==> src/include/fpu_defines.svh <==
`ifndef FPU_DEFINES_SVH
`define FPU_DEFINES_SVH

// half precision layout: sign, 5 bit exponent, 10 bit fraction
`define HALF_FLOAT_W 16
`define HALF_EXPONENT_W 5
`define HALF_FRACTION_W 10

// special encodings
// quiet nan with only the top fraction bit set
`define HALF_NAN 16'h7E00
`define HALF_INF 16'h7C00
`define HALF_INFN 16'hFC00

// wishbone word address and data widths
// four word registers in the map
`define WB_ADR_W 2
`define WB_DAT_W 32

`endif
==> src/design/fpu_types_pkg.sv <==
`default_nettype none

package fpu_types_pkg;

	// operation codes written to the low bits of ctrl
	typedef enum logic [1:0]
	{
		OP_MIN = 2'd0,
		OP_MAX = 2'd1,
		OP_CMP = 2'd2,
		OP_NEG = 2'd3
	} fpu_op_e;

	// word addresses on the bus
	// result is read only, writes to it are dropped
	typedef enum logic [1:0]
	{
		REG_OPA = 2'd0,
		REG_OPB = 2'd1,
		REG_CTRL = 2'd2,
		REG_RESULT = 2'd3
	} reg_addr_e;

	// slave handshake state
	// ack is high for the whole WB_ACK cycle
	typedef enum logic
	{
		WB_IDLE = 1'b0,
		WB_ACK = 1'b1
	} wb_state_e;

endpackage

`default_nettype wire

==> src/design/fpu_cmp_top.sv <==
`timescale 1ns/1ns
`default_nettype none
`include "fpu_defines.svh"

module fpu_cmp_top
(
	input wire clk,
	input wire rst,
	input wire wb_cyc,
	input wire wb_stb,
	input wire wb_we,
	input wire [`WB_ADR_W-1:0] wb_adr,
	input wire [`WB_DAT_W-1:0] wb_dat_w,
	output logic [`WB_DAT_W-1:0] wb_dat_r,
	output logic wb_ack
);

	// register block to core
	logic start;
	fpu_types_pkg::fpu_op_e op;
	logic [`HALF_FLOAT_W-1:0] opa, opb;
	// core back to register block
	logic done, lt, eq, unord;
	logic [`HALF_FLOAT_W-1:0] result;

	fpu_wb_regs u_regs
	(
		.clk(clk), .rst(rst),
		.wb_cyc(wb_cyc), .wb_stb(wb_stb), .wb_we(wb_we), .wb_adr(wb_adr),
		.wb_dat_w(wb_dat_w), .wb_dat_r(wb_dat_r), .wb_ack(wb_ack),
		.start(start), .op(op), .opa(opa), .opb(opb),
		.done(done), .result(result), .lt(lt), .eq(eq), .unord(unord)
	);

	fpu_cmp_core u_core
	(
		.clk(clk), .rst(rst),
		.start(start), .op(op), .opa(opa), .opb(opb),
		.done(done), .result(result), .lt(lt), .eq(eq), .unord(unord)
	);

endmodule

`default_nettype wire

==> src/design/fpu_wb_regs.sv <==
`timescale 1ns/1ns
`default_nettype none
`include "fpu_defines.svh"

module fpu_wb_regs
(
	input wire clk,
	input wire rst,
	// wishbone classic slave
	input wire wb_cyc,
	input wire wb_stb,
	input wire wb_we,
	input wire [`WB_ADR_W-1:0] wb_adr,
	input wire [`WB_DAT_W-1:0] wb_dat_w,
	output logic [`WB_DAT_W-1:0] wb_dat_r,
	output logic wb_ack,
	// towards the compare core
	output logic start,
	output fpu_types_pkg::fpu_op_e op,
	output logic [`HALF_FLOAT_W-1:0] opa,
	output logic [`HALF_FLOAT_W-1:0] opb,
	input wire done,
	input wire [`HALF_FLOAT_W-1:0] result,
	input wire lt,
	input wire eq,
	input wire unord
);

	fpu_types_pkg::wb_state_e state;
	fpu_types_pkg::reg_addr_e addr;
	logic accept;
	logic [`WB_DAT_W-1:0] read_data;

	assign addr = fpu_types_pkg::reg_addr_e'(wb_adr);

	// a request is taken only from idle, so every access is two cycles
	assign accept = wb_cyc & wb_stb & (state == fpu_types_pkg::WB_IDLE);
	assign wb_ack = (state == fpu_types_pkg::WB_ACK);

	// read mux, sampled on the edge that raises ack
	always_comb
	begin
		case (addr)
			fpu_types_pkg::REG_OPA: read_data = {{(`WB_DAT_W-`HALF_FLOAT_W){1'b0}}, opa};
			fpu_types_pkg::REG_OPB: read_data = {{(`WB_DAT_W-`HALF_FLOAT_W){1'b0}}, opb};
			fpu_types_pkg::REG_CTRL: read_data = {{(`WB_DAT_W-1){1'b0}}, done};
			// flags sit just above the 16 bit result
			fpu_types_pkg::REG_RESULT:
				read_data = {{(`WB_DAT_W-`HALF_FLOAT_W-3){1'b0}}, unord, eq, lt, result};
			default: read_data = '0;
		endcase
	end

	// ack state machine, never stalls
	always_ff @(posedge clk)
	begin
		if (rst)
			state <= fpu_types_pkg::WB_IDLE;
		else if (state == fpu_types_pkg::WB_ACK)
			state <= fpu_types_pkg::WB_IDLE;
		else if (accept)
			state <= fpu_types_pkg::WB_ACK;
	end

	// register file
	// writes are taken on the edge into ack so they are visible during the ack cycle
	always_ff @(posedge clk)
	begin
		if (rst)
		begin
			opa <= '0;
			opb <= '0;
			op <= fpu_types_pkg::OP_MIN;
			start <= 1'b0;
			wb_dat_r <= '0;
		end
		else
		begin
			// start is a single pulse lined up with ack
			start <= accept & wb_we & (addr == fpu_types_pkg::REG_CTRL);
			if (accept)
			begin
				wb_dat_r <= read_data;
				if (wb_we)
				begin
					case (addr)
						fpu_types_pkg::REG_OPA: opa <= wb_dat_w[`HALF_FLOAT_W-1:0];
						fpu_types_pkg::REG_OPB: opb <= wb_dat_w[`HALF_FLOAT_W-1:0];
						fpu_types_pkg::REG_CTRL: op <= fpu_types_pkg::fpu_op_e'(wb_dat_w[1:0]);
						// result is read only
						default: ;
					endcase
				end
			end
		end
	end

endmodule

`default_nettype wire

==> src/design/fpu_cmp_core.sv <==
`timescale 1ns/1ns
`default_nettype none
`include "fpu_defines.svh"

module fpu_cmp_core
(
	input wire clk,
	input wire rst,
	input wire start,
	input wire fpu_types_pkg::fpu_op_e op,
	input wire [`HALF_FLOAT_W-1:0] opa,
	input wire [`HALF_FLOAT_W-1:0] opb,
	output logic done,
	output logic [`HALF_FLOAT_W-1:0] result,
	output logic lt,
	output logic eq,
	output logic unord
);

	logic sel_max;
	logic [`HALF_FLOAT_W-1:0] sel_out;
	logic cmp_lt, cmp_eq, cmp_unord;

	// the selector serves both min and max
	assign sel_max = (op == fpu_types_pkg::OP_MAX);

	float_minmax u_minmax
	(
		.float1(opa),
		.float2(opb),
		.max(sel_max),
		.out(sel_out)
	);

	float_compare u_compare
	(
		.float1(opa),
		.float2(opb),
		.lt(cmp_lt),
		.eq(cmp_eq),
		.unord(cmp_unord)
	);

	// one cycle op: everything lands on the edge closing the start cycle
	always_ff @(posedge clk)
	begin
		if (rst)
		begin
			done <= 1'b0;
			result <= '0;
			lt <= 1'b0;
			eq <= 1'b0;
			unord <= 1'b0;
		end
		else if (start)
		begin
			// done stays up until reset, each start refreshes result and flags
			done <= 1'b1;
			lt <= cmp_lt;
			eq <= cmp_eq;
			unord <= cmp_unord;
			case (op)
				fpu_types_pkg::OP_MIN: result <= sel_out;
				fpu_types_pkg::OP_MAX: result <= sel_out;
				// only the flags carry the answer for a compare
				fpu_types_pkg::OP_CMP: result <= '0;
				// sign flip only, nan payload and inf pass through
				fpu_types_pkg::OP_NEG: result <= {~opa[`HALF_FLOAT_W-1], opa[`HALF_FLOAT_W-2:0]};
				default: result <= '0;
			endcase
		end
	end

endmodule

`default_nettype wire

==> src/design/float_compare.sv <==
`timescale 1ns/1ns
`default_nettype none
`include "fpu_defines.svh"

module float_compare
(
	input wire [`HALF_FLOAT_W-1:0] float1,
	input wire [`HALF_FLOAT_W-1:0] float2,
	// float1 strictly below float2
	output logic lt,
	output logic eq,
	// at least one operand is nan
	output logic unord
);

	localparam int SIGN_BIT = `HALF_FLOAT_W - 1;
	localparam int EXP_LSB = `HALF_FRACTION_W;
	localparam int EXP_MSB = EXP_LSB + `HALF_EXPONENT_W - 1;

	logic float1_sign, float2_sign;
	// exponent and fraction together order like an unsigned integer
	logic [SIGN_BIT-1:0] float1_mag, float2_mag;
	logic float1_nan, float2_nan;
	logic both_zero;
	logic signed_lt;

	assign float1_sign = float1[SIGN_BIT];
	assign float2_sign = float2[SIGN_BIT];
	assign float1_mag = float1[SIGN_BIT-1:0];
	assign float2_mag = float2[SIGN_BIT-1:0];

	assign float1_nan = (&float1[EXP_MSB:EXP_LSB]) & (|float1[EXP_LSB-1:0]);
	assign float2_nan = (&float2[EXP_MSB:EXP_LSB]) & (|float2[EXP_LSB-1:0]);

	// +0 and -0 are one value here
	assign both_zero = ~(|float1_mag) & ~(|float2_mag);

	always_comb
	begin
		// same sign rule as the min/max selector
		if (float1_sign != float2_sign)
			signed_lt = float1_sign;
		else if (float1_sign)
			signed_lt = float1_mag > float2_mag;
		else
			signed_lt = float1_mag < float2_mag;
	end

	// unordered masks both other flags
	assign unord = float1_nan | float2_nan;
	assign eq = ~unord & ((float1 == float2) | both_zero);
	// eq mask keeps -0 < +0 from showing up as less-than
	assign lt = ~unord & ~eq & signed_lt;

endmodule

`default_nettype wire

==> src/design/float_minmax.sv <==
`timescale 1ns/1ns
`default_nettype none
`include "fpu_defines.svh"

module float_minmax
(
	input wire [`HALF_FLOAT_W-1:0] float1,
	input wire [`HALF_FLOAT_W-1:0] float2,
	// high picks the larger operand, low the smaller
	input wire max,
	output logic [`HALF_FLOAT_W-1:0] out
);

	// field positions inside a half
	localparam int SIGN_BIT = `HALF_FLOAT_W - 1;
	localparam int EXP_LSB = `HALF_FRACTION_W;
	localparam int EXP_MSB = EXP_LSB + `HALF_EXPONENT_W - 1;

	logic float1_sign, float2_sign;
	logic [`HALF_EXPONENT_W-1:0] float1_exponent, float2_exponent;
	logic [`HALF_FRACTION_W-1:0] float1_fraction, float2_fraction;
	logic float1_nan, float2_nan;
	// magnitude order, sign ignored
	logic mag1_gt, mag2_gt;
	// signed order of the two operands
	logic float1_lt;

	assign float1_sign = float1[SIGN_BIT];
	assign float2_sign = float2[SIGN_BIT];
	assign float1_exponent = float1[EXP_MSB:EXP_LSB];
	assign float2_exponent = float2[EXP_MSB:EXP_LSB];
	assign float1_fraction = float1[EXP_LSB-1:0];
	assign float2_fraction = float2[EXP_LSB-1:0];

	// nan: exponent saturated and some fraction bit set
	assign float1_nan = (&float1_exponent) & (|float1_fraction);
	assign float2_nan = (&float2_exponent) & (|float2_fraction);

	always_comb
	begin
		// exponent decides first, fraction only breaks a tie
		if (float1_exponent != float2_exponent)
		begin
			mag1_gt = float1_exponent > float2_exponent;
			mag2_gt = float2_exponent > float1_exponent;
		end
		else
		begin
			mag1_gt = float1_fraction > float2_fraction;
			mag2_gt = float2_fraction > float1_fraction;
		end
		// differing signs: the negative one is lower, so -0 sits under +0
		// both negative: the bigger magnitude is the lower value
		if (float1_sign != float2_sign)
			float1_lt = float1_sign;
		else if (float1_sign)
			float1_lt = mag1_gt;
		else
			float1_lt = mag2_gt;
		// nan cases win over the numeric order
		if (float1_nan && float2_nan)
			out = `HALF_NAN;
		else if (float1_nan)
			out = float2;
		else if (float2_nan)
			out = float1;
		else if (max)
			out = float1_lt ? float2 : float1;
		else
			out = float1_lt ? float1 : float2;
	end

endmodule

`default_nettype wire

==> config.mk <==
export PLATFORM = sky130hd
export DESIGN_NAME = fpu_cmp_top
export DESIGN_NICKNAME = d
export VERILOG_FILES = /design/src/design/fpu_types_pkg.sv /design/src/design/fpu_cmp_top.sv /design/src/design/fpu_wb_regs.sv /design/src/design/fpu_cmp_core.sv /design/src/design/float_compare.sv /design/src/design/float_minmax.sv
export VERILOG_INCLUDE_DIRS = /design/src /design/src/include
export SDC_FILE = /design/constraint.sdc
export NUM_CORES = 1
export LEC_CHECK = 0
export BUFFER_PORTS_ARGS = -buffer_cell sky130_fd_sc_hd__buf_2
export CORE_UTILIZATION = 55
export DETAILED_ROUTE_END_ITERATION = 10
export PLACE_DENSITY_LB_ADDON = 0.25
export SYNTH_ARGS = -nofsm -noshare
export SYNTH_HDL_FRONTEND = slang
export SYNTH_SLANG_ARGS = --single-unit
==> constraint.sdc <==
create_clock -name clk -period 4.5 [get_ports clk]
set_clock_uncertainty 0.2 [all_clocks]
set_input_delay 0.9 -clock clk [delete_from_list [all_inputs] [get_ports clk]]
set_output_delay 0.9 -clock clk [all_outputs]
set_load 0.1 [all_outputs]
==> impl_metrics.yaml <==
worst_setup_path:
  worstReg2RegStart: "u_regs.opb[14]"
  cp_num_buf_inv: 1
  cp-end-kind: "register"
  required_ns: 4.59
  r2r-end: "u_core.result[7]"
  cp-start-kind: "register"
  crit_family: "simple AND/OR/NAND/NOR gates"
  cp_slowest_cell: "or4_4"
  cp.depth: 10
  cp_max_fo: 12
  critPathLaunch: "u_regs.opb[14]"
  endpoint: "u_core.result[7]"
  ff2ff_path_depth: 10
  critPathArrivalTime_ns: 3.58
  r2r_slack_ns: 1.01
  criticalPathCategory: "reg -> reg"
  cp_slowest_stage_delay_ns: 0.57
  path_cells: "inv_1, ha_1, nand4_2, or2_4, or4_4, a21oi_2, o211ai_4, mux2_4, nor3_4, a221o_1"
final_layout:
  fin_area_um2: 4310
  area_growth_pct: 10.2
  nets: 570
  fillers: 652
  antennaDiodeCount: 0
  drive_above_1_share: 0.143
global_routing:
  antenna_found_initial: 0
  grt_pass1_wl_mm: 15.6
  grt_max_degree: 63
  grt_pass1_vias: 3296
  grt_overflow: 0
  track_usage: 0.265
synth:
  synth_top_area_cell: "dfxtp_1"
  syn_area_um2: 3910
  synth_flop_cell: "dfxtp_1"
  synthSimpleGateAreaFrac: 0.241
  synthAdderAreaFrac: 0.0576
  synth_area_leaders: "dfxtp_1 (38%), nand2_1 (8.1%), a21oi_1 (6.4%)"
  yosysWarnings: 0
  synth.distinct_cells: 49
  syn_area_per_cell_um2: 8.01
  synth_edf_count: 0
  ys_ff_latch: 75
  synth_cells: 488
  synth_mux_area_frac: 0.0611
  synth-compound-area-share: 0.176
  synth_top_family_by_area: "simple AND/OR/NAND/NOR gates"
  synth_top_area_share: 0.384
  synth-xor-area-share: 0.00448
  synth_seq_area_share: 0.384
  ys_async_sr_fraction: 0
sta:
  finalHoldWorstSlack_ns: 0.252
  finalSetupViolations: 0
  drv_slew: 0
  max_slew_margin: 0.503
  hold_viol: 0
  fmax_ghz: 0.287
  worstMarginPinSlew_ns: 0.743
  layout_min_cycle_time_ns: 3.49
  rsz0062_at_grt: "no"
  setup_tns_ns: 0
  fin_crit_sh: 0.775
detailed_routing:
  via_per_inst: 5.66
  num_vias: 3476
  wl_per_cell_um: 15.0
  drtIter0Drc: 232
  drtPass1Iterations: 5
  drc_errors: 0
  final_antenna_net_count: 0
  wirelength_mm: 9.23
hold_path:
  min_from: "u_regs.wb_dat_r[16]"
  hold_path.class: "reg -> reg"
clock_tree:
  cts_hold_buf: 0
  cts_sinks: 75
  cts_setup_buffers: 0
  htreeDepth: 3
  clock_latency_ns: 0.34
  cts.clk_slew.worst_paths_ns: 0.08
  cts_tree: "done"
  cts_buffer_depth: 2
  post_cts_resize_count: 0
  root_buffer: "clkbuf_8"
  cts_made_buffers: 9
placement:
  io_buffers: 42
  gp_congestion: 0.887
  hpwlAfterDp_mm: 6.43
  placed_cell_area_um2: 4090
floorplanning:
  core_um2: 6830
  die_w_um: 86.3
  die-area_um2: 7450
  die_h_um: 86.3
  initial_core_util: 0.573
  io_pins: 72
  row_count: 30
power:
  p_leak_uw: 0.00172
  ir_drop_mv: 0.166
  power_density_nw_per_um2: 353
  p_total_uw: 1520
job:
  max_cap_viol_count: 0
run_status:
  status: "finished clean"
[Yosys cell counts, drive strengths merged, types with 2 or more instances]
cell type,instances
buf,20
nor3,19
o41ai,2
a311o,2
mux2i,19
nor4,8
nand2b,3
a21oi,52
and2,15
nor2b,2
dfxtp,75
mux2,2
a31oi,4
or4,2
a221o,13
nor2,48
o211ai,2
ha,18
nand4,7
nand2,84
or2,2
o21ai,7
nand3,6
or3,3
inv,21
a211oi,17
clkbuf,23
[cells in the final DEF (no fill, tap or decap), types with 2 or more instances in the layout]
cell type  instances
nor2_1            48
inv_1             21
nand2b_1           3
buf_4              3
clkbuf_1           2
dfxtp_1           75
a21oi_2            2
or3_1              3
clkbuf_8          10
a211oi_1          17
nand3_1            6
nand4_1            6
nand2_1           84
o41ai_1            2
nor2b_1            2
nor4_1             8
buf_2             42
a221o_1           11
and2_1            15
a221o_2            2
bufinv_16          2
o21ai_0            7
mux2i_1           19
ha_1              18
conb_1            13
a21oi_1           50
nor3_1            18
a311o_1            2
a31oi_1            4
[logic make-up after synthesis]
logic type | count (synthesis)
other | 1
AOI/OAI and AO/OA | 103
DFF | 75
and+or+nand+nor | 203
muxes | 22
buffers and inverters | 64
xor gates and xnor gates | 2
adders and majority gates | 18
[metrics by stage]
step	cells	util	setup WS, ns
6_report	614	0.631	1.01
5_1_grt	614	0.631	0.748
4_1_cts	614	0.631	1.03
3_5_place_dp	598	0.599	1.06
3_3_place_gp	598	0.599	1.10
2_1_floorplan	500	-	1.48
[registers in the layout, indices dropped and copies added, names as in the netlist]
register,cells
u_regs.wb_ack,1
u_regs.opb,16
u_regs.opa,16
u_core.done,1
u_core.result,16
u_core.unord,1
u_core.eq,1
u_regs.wb_dat_r,19
u_regs.op,2
u_regs.start,1
u_core.lt,1
[worst min-delay path by stage]
stage                          endpoint  slack [ns]  depth (start not counted)
floorplan                     u_core.lt        0.22                          2
global placement    u_regs.wb_dat_r[18]        0.24                          2
detailed placement  u_regs.wb_dat_r[16]        0.24                          2
CTS                 u_regs.wb_dat_r[16]        0.25                          2
global route         u_regs.wb_dat_r[0]        0.27                          2
finish              u_regs.wb_dat_r[16]        0.25                          2
[worst register-to-register path: cells and delay by family, from the launching register on]
family                   cells  cell delay (ns)
multiplexers                 1             0.34
AND/OR/NAND/NOR              4             1.44
flip-flops                   1             0.45
AO/OA/AOI/OAI                3             0.58
adder cells (fa/ha/maj)      1             0.33
buffers and inverters        1             0.09
[power breakdown]
part	internal (uW)	total, uW	switching [uW]	leakage, uW
clock network	328	577	249	0.000111
registers	676	687	11.0	0.000607
logic	62.4	256	193	0.00100
total	1070	1520	453	0.00172
[metal layers]
metal,GRT usage,part of all wire,vias to the layer above
met4,0.100,0.019,0
met1,0.369,0.47,1604
met5,0,0,-
met2,0.413,0.44,137
met3,0.0429,0.073,16
li1,-,-,1719
[area by class of cell]
class	count	area, um2	share of cell area
clock inverters	4	73.8	0.0171
well taps	96	120	0.0279
inverters	21	78.8	0.0183
flip-flops and latches	75	1500	0.348
multi-input cells	361	2160	0.501
clock buffers	12	145	0.0337
repair buffers	45	233	0.0540
Power figures use the tool's default switching activity.
